[src/design/mem_pkg.sv]
`default_nettype none

package mem_pkg;

	// bus widths
	localparam int ADDR_W = 32;
	localparam int DATA_W = 64;
	// one strobe bit per data byte
	localparam int STRB_W = DATA_W / 8;

	// axi response codes, exokay and decerr unused
	typedef enum logic [1:0] {
		OKAY   = 2'b00,
		SLVERR = 2'b10
	} axil_resp_e;

	// write address channel payload
	typedef struct packed {
		logic [ADDR_W-1:0] addr;
	} axil_aw_t;

	// write data channel payload
	typedef struct packed {
		logic [DATA_W-1:0] data;
		logic [STRB_W-1:0] strb;
	} axil_w_t;

	// read address channel payload
	typedef struct packed {
		logic [ADDR_W-1:0] addr;
	} axil_ar_t;

	// read data channel payload
	typedef struct packed {
		logic [DATA_W-1:0] data;
		axil_resp_e        resp;
	} axil_r_t;

	// write response channel payload
	typedef struct packed {
		axil_resp_e resp;
	} axil_b_t;

	// per-channel arbiter state, busy names the granted master
	typedef enum logic [1:0] {
		IDLE,
		BUSY_M0,
		BUSY_M1
	} arb_state_e;

	// memory write side
	typedef enum logic {
		WR_IDLE,
		WR_RESP
	} sram_wr_state_e;

	// memory read side
	typedef enum logic {
		RD_IDLE,
		RD_RESP
	} sram_rd_state_e;

endpackage

`default_nettype wire

[src/design/axil_arbiter.sv]
`timescale 1ns/1ps
`default_nettype none

module axil_arbiter (
	input  wire                    clk,
	input  wire                    rst,
	// master 0, instruction fetch
	input  wire                    m0_awvalid,
	output logic                   m0_awready,
	input  wire mem_pkg::axil_aw_t m0_aw,
	input  wire                    m0_wvalid,
	output logic                   m0_wready,
	input  wire mem_pkg::axil_w_t  m0_w,
	output logic                   m0_bvalid,
	input  wire                    m0_bready,
	output mem_pkg::axil_b_t       m0_b,
	input  wire                    m0_arvalid,
	output logic                   m0_arready,
	input  wire mem_pkg::axil_ar_t m0_ar,
	output logic                   m0_rvalid,
	input  wire                    m0_rready,
	output mem_pkg::axil_r_t       m0_r,
	// master 1, load/store
	input  wire                    m1_awvalid,
	output logic                   m1_awready,
	input  wire mem_pkg::axil_aw_t m1_aw,
	input  wire                    m1_wvalid,
	output logic                   m1_wready,
	input  wire mem_pkg::axil_w_t  m1_w,
	output logic                   m1_bvalid,
	input  wire                    m1_bready,
	output mem_pkg::axil_b_t       m1_b,
	input  wire                    m1_arvalid,
	output logic                   m1_arready,
	input  wire mem_pkg::axil_ar_t m1_ar,
	output logic                   m1_rvalid,
	input  wire                    m1_rready,
	output mem_pkg::axil_r_t       m1_r,
	// shared slave
	output logic                   s_awvalid,
	input  wire                    s_awready,
	output mem_pkg::axil_aw_t      s_aw,
	output logic                   s_wvalid,
	input  wire                    s_wready,
	output mem_pkg::axil_w_t       s_w,
	input  wire                    s_bvalid,
	output logic                   s_bready,
	input  wire mem_pkg::axil_b_t  s_b,
	output logic                   s_arvalid,
	input  wire                    s_arready,
	output mem_pkg::axil_ar_t      s_ar,
	input  wire                    s_rvalid,
	output logic                   s_rready,
	input  wire mem_pkg::axil_r_t  s_r
);

	mem_pkg::arb_state_e rd_state, wr_state;
	mem_pkg::arb_state_e rd_grant, wr_grant;
	// last winner per channel, 1 means master 1
	logic rd_last, wr_last;
	logic m0_wr_req, m1_wr_req;

	// round robin pick, loser of last contest wins a tie
	function automatic mem_pkg::arb_state_e pick_grant(input logic req0, input logic req1,
			input logic last);
		if (req0 && req1)
			return last ? mem_pkg::BUSY_M0 : mem_pkg::BUSY_M1;
		else if (req0)
			return mem_pkg::BUSY_M0;
		else if (req1)
			return mem_pkg::BUSY_M1;
		return mem_pkg::IDLE;
	endfunction

	// write needs address and data together
	assign m0_wr_req = m0_awvalid && m0_wvalid;
	assign m1_wr_req = m1_awvalid && m1_wvalid;

	assign rd_grant = pick_grant(m0_arvalid, m1_arvalid, rd_last);
	assign wr_grant = pick_grant(m0_wr_req, m1_wr_req, wr_last);

	// read channel fsm
	always_ff @(posedge clk) begin
		if (rst) begin
			rd_state <= mem_pkg::IDLE;
			rd_last  <= 1'b1;
		end else begin
			case (rd_state)
				mem_pkg::IDLE: begin
					rd_state <= rd_grant;
					if (rd_grant != mem_pkg::IDLE)
						rd_last <= (rd_grant == mem_pkg::BUSY_M1);
				end
				// release on the r beat at the winner
				mem_pkg::BUSY_M0: if (m0_rvalid && m0_rready) rd_state <= mem_pkg::IDLE;
				mem_pkg::BUSY_M1: if (m1_rvalid && m1_rready) rd_state <= mem_pkg::IDLE;
				default: rd_state <= mem_pkg::IDLE;
			endcase
		end
	end

	// write channel fsm, same shape
	always_ff @(posedge clk) begin
		if (rst) begin
			wr_state <= mem_pkg::IDLE;
			wr_last  <= 1'b1;
		end else begin
			case (wr_state)
				mem_pkg::IDLE: begin
					wr_state <= wr_grant;
					if (wr_grant != mem_pkg::IDLE)
						wr_last <= (wr_grant == mem_pkg::BUSY_M1);
				end
				mem_pkg::BUSY_M0: if (m0_bvalid && m0_bready) wr_state <= mem_pkg::IDLE;
				mem_pkg::BUSY_M1: if (m1_bvalid && m1_bready) wr_state <= mem_pkg::IDLE;
				default: wr_state <= mem_pkg::IDLE;
			endcase
		end
	end

	// read path mux, everything low while idle
	always_comb begin
		s_arvalid  = 1'b0;
		s_ar       = m0_ar;
		s_rready   = 1'b0;
		m0_arready = 1'b0;
		m1_arready = 1'b0;
		m0_rvalid  = 1'b0;
		m1_rvalid  = 1'b0;
		m0_r       = '0;
		m1_r       = '0;
		case (rd_state)
			mem_pkg::BUSY_M0: begin
				s_arvalid  = m0_arvalid;
				s_rready   = m0_rready;
				m0_arready = s_arready;
				m0_rvalid  = s_rvalid;
				m0_r       = s_r;
			end
			mem_pkg::BUSY_M1: begin
				s_arvalid  = m1_arvalid;
				s_ar       = m1_ar;
				s_rready   = m1_rready;
				m1_arready = s_arready;
				m1_rvalid  = s_rvalid;
				m1_r       = s_r;
			end
			default: ;
		endcase
	end

	// write path mux, aw and w follow the same grant
	always_comb begin
		s_awvalid  = 1'b0;
		s_aw       = m0_aw;
		s_wvalid   = 1'b0;
		s_w        = m0_w;
		s_bready   = 1'b0;
		m0_awready = 1'b0;
		m1_awready = 1'b0;
		m0_wready  = 1'b0;
		m1_wready  = 1'b0;
		m0_bvalid  = 1'b0;
		m1_bvalid  = 1'b0;
		m0_b       = '0;
		m1_b       = '0;
		case (wr_state)
			mem_pkg::BUSY_M0: begin
				s_awvalid  = m0_awvalid;
				s_wvalid   = m0_wvalid;
				s_bready   = m0_bready;
				m0_awready = s_awready;
				m0_wready  = s_wready;
				m0_bvalid  = s_bvalid;
				m0_b       = s_b;
			end
			mem_pkg::BUSY_M1: begin
				s_awvalid  = m1_awvalid;
				s_aw       = m1_aw;
				s_wvalid   = m1_wvalid;
				s_w        = m1_w;
				s_bready   = m1_bready;
				m1_awready = s_awready;
				m1_wready  = s_wready;
				m1_bvalid  = s_bvalid;
				m1_b       = s_b;
			end
			default: ;
		endcase
	end

endmodule

`default_nettype wire

[config.mk]
export PLATFORM = sky130hd
export DESIGN_NAME = axil_arbiter
export DESIGN_NICKNAME = d
export VERILOG_FILES = /design/src/design/mem_pkg.sv /design/src/design/axil_arbiter.sv
export SDC_FILE = /design/constraint.sdc
export NUM_CORES = 1
export LEC_CHECK = 0
export ABC_AREA = 1
export BUFFER_PORTS_ARGS = -buffer_cell sky130_fd_sc_hd__buf_2
export CELL_PAD_IN_SITES_DETAIL_PLACEMENT = 1
export CELL_PAD_IN_SITES_GLOBAL_PLACEMENT = 2
export CORE_AREA = 2 2 252 254
export CTS_CLUSTER_DIAMETER = 100
export DETAILED_ROUTE_END_ITERATION = 16
export DIE_AREA = 0 0 254 256
export PLACE_DENSITY = 0.61
export SLEW_MARGIN = 10
export SYNTH_ARGS = -nofsm -noshare
export SYNTH_HDL_FRONTEND = slang
export SYNTH_SLANG_ARGS = --single-unit
[constraint.sdc]
create_clock -name clk -period 1.75 [get_ports clk]
set_input_delay 0.525 -clock clk [delete_from_list [all_inputs] [get_ports clk]]
set_output_delay 0.525 -clock clk [all_outputs]
set_load 0.05 [all_outputs]
---- After elaboration in Yosys (flattened, before gate mapping) ----
Index checks and enable logic that the tools add are counted.
storage, ports and cells
  register bits after elaboration ......... 6
  input bits .............................. 357
  output and inout port bits .............. 287
  word-level logic and storage cells ...... 74
cells by class
  eq/ne operators ......................... 10
  mux-type cells .......................... 44
  reduce and logical (&&, ||, !) cells .... 16
operators by type and width
  kind                                                                   number
  66-bit two-way mux                                                     2
  72-bit two-way mux                                                     1
  32-bit two-way mux                                                     2
  2-bit two-way mux                                                      16
  1-bit two-way mux                                                      16
  2-bit case mux with 3 select lines                                     2
  1-bit case mux with 2 select lines                                     5
  2-bit equality test, second input constant                             4
  1-bit logical AND                                                      8
  2-bit inequality test, second input constant                           4
  2-bit AND reduction                                                    4
  2-bit by 1-bit equality test with 1-bit output, second input constant  2
  2-bit logical NOT                                                      2
  2-bit nonzero test                                                     2

---- Longest topological paths before layout ----
Gate-level depths: netlist (run 1).
  depth after elaboration ................. 7
  depth in mapped cells ................... 9
  mapped depth without buffers ............ 8

---- Worst setup path after synthesis (run 1) ----
Ideal clock, no wire load.
  path kind ............................... reg2out
  from .................................... reg rd_state[1]
  to ...................................... out s_rready
  data arrival time ....................... 1655 ps
  data required time ...................... 1225 ps
  slack ................................... -430 ps
  cell stages (with the launch flop) ...... 7
  buffers on the path ..................... 2
  path through ............................ dfxtp_1 inv_1 ha_1 buf_2 buf_2 nand2_1 a21oi_1
on the way
  cells in the longest elaborated chain, start to end .. 2
  elaborated cells on any way between the ends .. 3
  classes of those cells .................. 2 x eq/ne; 1 x mux
RTL lines
  item                                                                                   RTL line             text
  start, declared                                                                        axil_arbiter.sv:57   mem_pkg::arb_state_e rd_state, wr_state;
  start signal, assigned                                                                 axil_arbiter.sv:85   rd_state <= mem_pkg::IDLE;
  start signal, assigned                                                                 axil_arbiter.sv:90   rd_state <= rd_grant;
  start signal, assigned                                                                 axil_arbiter.sv:95   mem_pkg::BUSY_M0: if (m0_rvalid && m0_rready) rd_state <= mem_pkg::IDLE;
  2-bit equality test or 2-bit by 1-bit equality test with 1-bit output (tied branches)  axil_arbiter.sv:132  case (rd_state)
  1-bit case mux with 2 select lines *                                                   axil_arbiter.sv:132
  end, declared                                                                          axil_arbiter.sv:53   output logic s_rready,
Mark *: on every way between the ends. The rest lies on a longest branch, timed or not.

==> results of run 1 <==
==> metal layers <==
layer / up-vias / part of all wire / GRT usage
li1: 3685 / - / -
met1: 3491 / 0.35 / 0.0969
met2: 404 / 0.54 / 0.190
met3: 36 / 0.082 / 0.0261
met4: 0 / 0.027 / 0.0294
met5: - / 0 / 0
==> cells in the final DEF (no fill, tap or decap), types with 5 or more instances in the layout <==
cell        count
clkinvlp_4     49
a21oi_4         5
buf_12         43
nand2_4       142
nand2_2       148
buf_16         23
buf_4          44
nand2_1       299
inv_2          20
inv_1          89
buf_2         381
buf_6         123
buf_8         103
clkbuf_16      12
==> critical path, stage by stage, from the launching register on <==
cell      delay (ns)
dfxtp_2         0.31
inv_2           0.06
ha_4            0.25
clkinv_8        0.12
buf_16          0.19
nand2_1         0.10
nand2_2         0.11
buf_12          0.17
==> cell families (layout without fill, tap and decap cells) <==
kind of cell | after synthesis | in the layout | share of synthesized area
flops | 6 | 6 | 0.0351
fa+ha+maj | 6 | 6 | 0.0220
buf+inv | 207 | 893 | 0.269
compound gates | 10 | 10 | 0.0146
simple gates | 598 | 598 | 0.659
==> per-stage QoR <==
stage	util	hold slack [ns]	setup TNS, ns	setup slack [ns]
final	0.207	0.470	-77.14	-0.360
after global routing	0.207	0.529	-97.75	-0.420
after CTS	0.185	0.477	-87.76	-0.386
after detailed placement	0.144	0.468	-30.63	-0.190
after global placement	0.144	0.458	-30.08	-0.220
after floorplan	-	0.433	-1.72	-0.0980
==> timing repair <==
item | in CTS | in global routing
gates resized for setup | 472 | 438
setup endpoints to repair | 287 | 287
setup buffers | 23 | 14
gates cloned | 21 | 11
pin swaps | 9 | 30
==> worst paths after layout <==
path,startpoint,to,slack (ns),depth (start not counted)
worst min register to register,wr_last,wr_last,0.47,2
worst min-delay path,wr_last,wr_last,0.47,2
worst max-delay path,wr_state[0],s_w[4],-0.36,7
worst max register to register,wr_state[0],wr_state[1],0.30,8
==> power by group <==
group	internal (mW)	total, mW	switching (mW)
Sequential	0.194	0.234	0.0394
Clock	0.296	0.397	0.101
Combinational	7.55	19.2	11.6
==> cell type report <==
class                           instances  share of cell area
Timing Repair Buffer                  730               0.536
Sequential cell                         6             0.00988
Inverter                              160              0.0619
Clock buffer                            3             0.00581
Tap cell                              846              0.0820
Multi-Input combinational cell        614               0.305
==> registers in the layout, indices dropped and copies added (netlist names) <==
register,cells
rd_state,2
wr_last,1
rd_last,1
wr_state,2
==> flow_metrics.env, run 1 <==
export IMPL_syn_avg_cell_area_um2=4.13
export IMPL_hold_viol=0
export IMPL_clk_latency_ns=0.24
export IMPL_antenna_left=0
export IMPL_worst_setup_path_type="reg -> out"
export IMPL_dpl_cell_area_um2=9010
export IMPL_synth_top_area_share=0.648
export IMPL_grt_pass1_vias=8078
export IMPL_place_inst=2292
export IMPL_die_y_um=256
export IMPL_slew_headroom=0.790
export IMPL_cts_tree="done"
export IMPL_std_cell_rows=92
export IMPL_power_total_mw=19.8
export IMPL_skew_ns=0.000206
export IMPL_startpoint_type="register"
export IMPL_period_share=1.21
export IMPL_start_util=0.0548
export IMPL_setup_viol=287
export IMPL_syn_to_final_growth_pct=278
export IMPL_synthesis_area_um2=3420
export IMPL_wl_per_cell_um=15.1
export IMPL_drv_cap=0
export IMPL_synth_nets=1190
export IMPL_synth_ff_type="dfxtp_1"
export IMPL_cts_root_buf="clkbuf_16"
export IMPL_via_per_inst=3.23
export IMPL_hp_class="reg -> reg"
export IMPL_cts_inserted_buffers=3
export IMPL_synth_seq_cells=6
export IMPL_fillers=7679
export IMPL_grt_pass1_wl_um=47700
export IMPL_route_detailed_drc=0
export IMPL_grt_max_degree=55
export IMPL_seq_area_um2=128
export IMPL_yosysSeqAreaShare=0.0351
export IMPL_outcome="finished, violations left"
export IMPL_syn_inst=827
export IMPL_final_cells=2359
export IMPL_synthArstFlopShare=0
export IMPL_setup_slack_ns=-0.360
export IMPL_fp_dieArea_um2=65000
export IMPL_clk_path_buf_depth=2
export IMPL_min_period_ns=2.11
export IMPL_grtUsageTotal=0.0968
export IMPL_clkTransAtPathRegs_ns=0.04
export IMPL_cts_sinks=6
export IMPL_cts_hold_buf=0
export IMPL_antenna_cells=0
export IMPL_ir_drop_uv=731
export IMPL_worst_slew_pin_slew_ns=0.315
export IMPL_dp_hpwl_um=25600
export IMPL_final_nets=1878
export IMPL_stdcell_area_um2=12900
export IMPL_multi_input_area_um2=3940
export IMPL_drive_above_1_share=0.732
export IMPL_dr_pass1_iters=4
export IMPL_route_vias_total=7616
export IMPL_violations="negative setup slack"
export IMPL_core_area_um2=62400
export IMPL_overflow=0
export IMPL_numPortBuffers=643
export IMPL_crit_fanout=37
export IMPL_cp_end_kind="primary output"
export IMPL_yosys_area_top_type="nand2_1"
export IMPL_synth_cell_types=13
export IMPL_synthTopCellsByArea="nand2_1 65%, inv_1 17%, buf_2 3.8%"
export IMPL_yosysMostFrequentCell="nand2_1"
export IMPL_fmax_mhz=474
export IMPL_powerDensity_nw_per_um2=1530
export IMPL_slew_viol_final=0
export IMPL_synth_commonest_cells="590 x nand2_1, 159 x inv_1, 26 x buf_2, 13 x buf_4"
export IMPL_finalWirelength_um=35700
export IMPL_drt_iter0_drc=198
export IMPL_grt_antenna_before_repair=0
export IMPL_rsz0062_at_grt="true"
export IMPL_worstPathRequired_ns=1.22
export IMPL_arrival_ns=1.58
export IMPL_synth_warning_count=0
export IMPL_p_leak_nw=7.16
export IMPL_cts_max_level=1
export IMPL_pin_count=644
export IMPL_synth_edff_count=0
export IMPL_gp_congestion=0.800
export IMPL_die_x_um=254
Power figures use the tool's default switching activity.
==> run 2: changes to the inputs <==
- clock period: 1.75 -> 2.2 ns (I/O delays scaled with it)
==> run 2 against run 1 <==
The run still ends with negative setup slack left. Clock skew barely moved. Largest cell class unchanged. Highest routed layer unchanged. Clock-buffer cell count did not move. Combinational power fell by 31%. Wire length down 4.1%. Sequential share of layout area up 0.20 points.
==> flow_metrics.env, run 2 (synthesized netlist as in run 1, its figures left out) <==
export IMPL_mostFrequentLayoutCell="nand2_1"
export IMPL_grt_pass1_wl_um=43200
export IMPL_hp_class="reg -> reg"
export IMPL_fillers=7764
export IMPL_cts_root_buf="clkbuf_16"
export IMPL_startpoint_type="register"
export IMPL_slew_viol_final=0
export IMPL_overflow=0
export IMPL_dr_pass1_iters=4
export IMPL_antenna_left=0
export IMPL_skew_ns=0.000326
export IMPL_ir_drop_uv=536
export IMPL_min_period_ns=2.23
export IMPL_hold_ws_ns=0.503
export IMPL_dp_hpwl_um=24300
export IMPL_clkTransAtPathRegs_ns=0.04
export IMPL_die_x_um=254
export IMPL_syn_to_final_growth_pct=221
export IMPL_p_leak_nw=6.82
export IMPL_std_cell_rows=92
export IMPL_core_area_um2=62400
export IMPL_finalWirelength_um=34200
export IMPL_slowest_stage="dfxtp_2"
export IMPL_worstPathRequired_ns=1.54
export IMPL_setup_tns_ns=-0.278
export IMPL_grtUsageTotal=0.0855
export IMPL_path_cells="inv_2, ha_4, buf_6, clkbuf_16, nand2_1, nand2_1, buf_6"
export IMPL_setup_slack_ns=-0.0317
export IMPL_pin_count=644
export IMPL_clk_path_buf_depth=2
export IMPL_setup_viol=19
export IMPL_route_detailed_drc=0
export IMPL_drt_iter0_drc=225
export IMPL_gp_congestion=0.854
export IMPL_route_vias_total=7499
export IMPL_violations="negative setup slack"
export IMPL_p_int_mw=5.30
export IMPL_period_share=1.01
export IMPL_arrival_ns=1.57
export IMPL_worst_r2r_cell_count=10
export IMPL_rsz0062_at_grt="true"
export IMPL_final_cell_mix="481 x nand2_1, 369 x buf_2, 174 x buf_6"
export IMPL_max_stage_delay_ns=0.31
export IMPL_via_per_inst=3.20
export IMPL_clkPwrFrac=0.022
export IMPL_seq_power_share=0.015
export IMPL_final_nets=1865
export IMPL_hold_depth=2
export IMPL_grt_antenna_before_repair=2
export IMPL_clk_latency_ns=0.23
export IMPL_crit_fanout=7
export IMPL_powerDensity_nw_per_um2=1260
export IMPL_drv_cap=0
export IMPL_cts_inserted_buffers=3
export IMPL_cts_tree="done"
export IMPL_worst_setup_path_type="reg -> out"
export IMPL_worst_slew_pin_slew_ns=0.324
export IMPL_top_regs="rd_state (2), wr_state (2)"
export IMPL_numPortBuffers=643
export IMPL_cts_sinks=6
export IMPL_fmax_mhz=448
export IMPL_hold_viol=0
export IMPL_slew_headroom=0.784
export IMPL_cts_hold_buf=0
export IMPL_cp_end_kind="primary output"
export IMPL_p_comb_frac=0.963
export IMPL_die_y_um=256
export IMPL_power_switching_mw=8.49
export IMPL_cts_max_level=1
export IMPL_drive_above_1_share=0.581
export IMPL_wl_per_cell_um=14.6
export IMPL_p_sw_frac=0.616
export IMPL_start_util=0.0548
export IMPL_outcome="finished, violations left"
export IMPL_fp_dieArea_um2=65000
export IMPL_grt_pass1_vias=7707
export IMPL_grt_max_degree=38
[run 2: metrics by stage]
| stage | power (mW) | util | instance area (um2) | std cells | worst slack [ns] |
|---|---|---|---|---|---|
| floorplan | 6.99 | - | 3440 | 827 | 0.144 |
| global placement | 9.81 | 0.127 | 7920 | 2299 | 0.0662 |
| detailed placement | 9.84 | 0.127 | 7920 | 2299 | 0.0551 |
| CTS | 12.1 | 0.152 | 9500 | 2326 | -0.0421 |
| global route | 14.5 | 0.176 | 11000 | 2347 | -0.105 |
| finish | 13.8 | 0.176 | 11000 | 2347 | -0.0317 |
[run 2: worst paths after layout]
| kind | startpoint | to | slack, ns |
|---|---|---|---|
| max | wr_state[0] | s_aw[7] | -0.03 |
| min | wr_last | wr_last | 0.50 |
| max reg2reg | rd_state[1] | rd_state[0] | 0.80 |
| min reg2reg | wr_last | wr_last | 0.50 |
[run 2: routing by layer]
metal	routed length [um]	up-vias	GRT usage
met5	0	-	0
met4	948	0	0.0180
met3	2260	41	0.0143
met2	18900	356	0.178
met1	12100	3440	0.0859
li1	-	3662	-
[run 2: layout make-up]
class	count	area, um2	area share
Multi-Input combinational cell	614	2860	0.261
Clock buffer	3	75.1	0.00685
Sequential cell	6	130	0.0119
Inverter	160	621	0.0566
Timing Repair Buffer	717	6210	0.567
Antenna cell	1	2.50	0.000228
Tap cell	846	1060	0.0966
[run 2: critical path: cells and delay by family (launching register included)]
kind / cells / cell delay, ns
adders and majority gates: 1 / 0.24
buffers and inverters: 4 / 0.63
DFF: 1 / 0.31
and+or+nand+nor: 2 / 0.13
[run 2: power groups by stage]
stage / clock [mW] / combinational (mW) / sequential, mW
floorplan: 0 / 6.82 / 0.165
global placement: 0 / 9.63 / 0.177
detailed placement: 0 / 9.66 / 0.178
CTS: 0.320 / 11.6 / 0.189
global route: 0.324 / 14.0 / 0.211
finish: 0.303 / 13.3 / 0.203
[run 2: repair_timing]
action,CTS,global route
pin swaps,16,33
gates resized for setup,379,346
setup endpoints to repair,247,236
gates cloned,10,18
setup buffers,14,8
==> run 3: changes to the inputs <==
- PLACE_DENSITY: 0.61 -> not set
- PLACE_DENSITY_LB_ADDON: not set -> 0.1
==> run 3 against run 2 <==
The run still ends with negative setup slack left. Die area unchanged. Critical endpoint is now s_w[56]. Setup slack better by 0.019 ns. Wire length grew 27%. Combinational power is 5% lower. Clock-buffer cell count unchanged. Critical path depth is 1 higher. Register-to-register slack got worse by 0.11 ns. Cell area shrank 4.4%. Global-route usage up 3.5 points. Sequential share of layout area barely moved. Critical path type unchanged.
==> flow_metrics.env, run 3 (synthesized netlist as in run 1, its figures left out) <==
export IMPL_path_cells="inv_2, ha_4, buf_6, buf_12, clkbuf_16, nand2_2, nand2_2, buf_8"
export IMPL_power_total_mw=13.2
export IMPL_startpoint_type="register"
export IMPL_clk_latency_ns=0.23
export IMPL_grt_pass1_vias=7433
export IMPL_core_area_um2=62400
export IMPL_period_share=1.01
export IMPL_overflow=0
export IMPL_cts_sinks=6
export IMPL_wl_per_cell_um=18.6
export IMPL_drv_cap=0
export IMPL_drt_iter0_drc=219
export IMPL_grt_antenna_before_repair=18
export IMPL_final_cell_mix="480 x nand2_1, 415 x buf_2, 150 x inv_1"
export IMPL_fp_dieArea_um2=65000
export IMPL_crit_fanout=7
export IMPL_fmax_mhz=452
export IMPL_cts_root_buf="clkbuf_16"
export IMPL_min_period_ns=2.21
export IMPL_rsz0062_at_grt="true"
export IMPL_mostFrequentLayoutCell="nand2_1"
export IMPL_utilization=0.168
export IMPL_worst_path_stages=8
export IMPL_setup_viol=6
export IMPL_top_regs="rd_state (2), wr_state (2)"
export IMPL_antenna_left=0
export IMPL_numPortBuffers=643
export IMPL_worstPathRequired_ns=1.54
export IMPL_fillers=7837
export IMPL_cts_inserted_buffers=3
export IMPL_gp_congestion=0.918
export IMPL_slew_viol_final=0
export IMPL_critPathBufInv=5
export IMPL_skew_ns=0.000252
export IMPL_post_place_ws_ns=0.0649
export IMPL_cp_common_cell="nand2_2"
export IMPL_hp_class="reg -> reg"
export IMPL_reg2reg_slack_ns=0.69
export IMPL_hold_viol=0
export IMPL_slew_headroom=0.802
export IMPL_std_cell_rows=92
export IMPL_die_y_um=256
export IMPL_worst_slew_pin_slew_ns=0.299
export IMPL_arrival_ns=1.55
export IMPL_p_leak_nw=6.79
export IMPL_syn_to_final_growth_pct=207
export IMPL_path_delay_family="buffers and inverters"
export IMPL_route_vias_total=7342
export IMPL_grt_max_degree=34
export IMPL_start_util=0.0548
export IMPL_drive_above_1_share=0.565
export IMPL_hold_depth=2
export IMPL_worst_setup_path_type="reg -> out"
export IMPL_setup_slack_ns=-0.0129
export IMPL_ir_drop_uv=392
export IMPL_dr_pass1_iters=4
export IMPL_place_inst=2291
export IMPL_die_x_um=254
export IMPL_via_per_inst=3.13
export IMPL_dp_hpwl_um=35000
export IMPL_violations="negative setup slack"
export IMPL_outcome="finished, violations left"
export IMPL_final_cells=2343
export IMPL_cp_end_kind="primary output"
export IMPL_grtUsageTotal=0.121
export IMPL_clkTransAtPathRegs_ns=0.04
export IMPL_finalWirelength_um=43500
export IMPL_worst_r2r_cell_count=10
export IMPL_cts_max_level=1
export IMPL_cts_tree="done"
export IMPL_max_stage_delay_ns=0.32
export IMPL_route_detailed_drc=0
export IMPL_clk_path_buf_depth=2
export IMPL_powerDensity_nw_per_um2=1260
export IMPL_hold_ws_ns=0.480
export IMPL_slowest_stage="dfxtp_2"
export IMPL_pin_count=644
export IMPL_final_nets=1854
export IMPL_grt_pass1_wl_um=56300
==> run 3: repair_timing <==
| action | 4_1_cts | 5_1_grt |
|---|---|---|
| setup endpoints to repair | 275 | 263 |
| hold buffers | 0 | 0 |
| hold endpoints to repair | 0 | 0 |
| pin swaps | 13 | 42 |
| gates cloned | 10 | 15 |
| setup buffers | 15 | 5 |
| resized for setup | 285 | 324 |
==> run 3: area by class of cell <==
cell class                 count  area [um2]  area share
inverter                     160         623      0.0595
clock buffer                   3        75.1     0.00716
timing repair buffer         706        5740       0.548
antenna                        8        20.0     0.00191
tap                          846        1060       0.101
multi-input combinational    614        2840       0.271
sequential                     6         128      0.0122
==> run 3: per-stage QoR <==
stage	cell area (um2)	TNS, ns
6_report	10500	-0.0363
5_1_grt	10500	-2.94
4_1_cts	9110	-0.208
3_5_place_dp	7750	0
3_3_place_gp	7750	0
2_1_floorplan	3440	0
==> run 3: where the power goes <==
group          leakage [nW]  switching (mW)  internal, mW
clock network        0.0370          0.0671         0.234
logic                  6.70            8.34          4.35
registers            0.0514          0.0420         0.155
total                  6.79            8.45          4.74
==> run 3: layer usage <==
layer	global-route usage	vias to the layer above	routed length, um
met4	0.0196	16	478
met2	0.247	260	24600
met5	0	-	121
met3	0.0277	36	2500
met1	0.123	3382	15800
li1	-	3648	-
==> run 3: final timing paths <==
kind | start | endpoint
min | wr_last | wr_last
min reg2reg | wr_last | wr_last
max reg2reg | wr_state[0] | wr_state[0]
max | wr_state[0] | s_w[56]
==> run 3: worst min-delay path, delay by kind of cell, from the launching register on <==
family        cells  cell delay [ns]
simple gates      2             0.12
flops             1             0.32
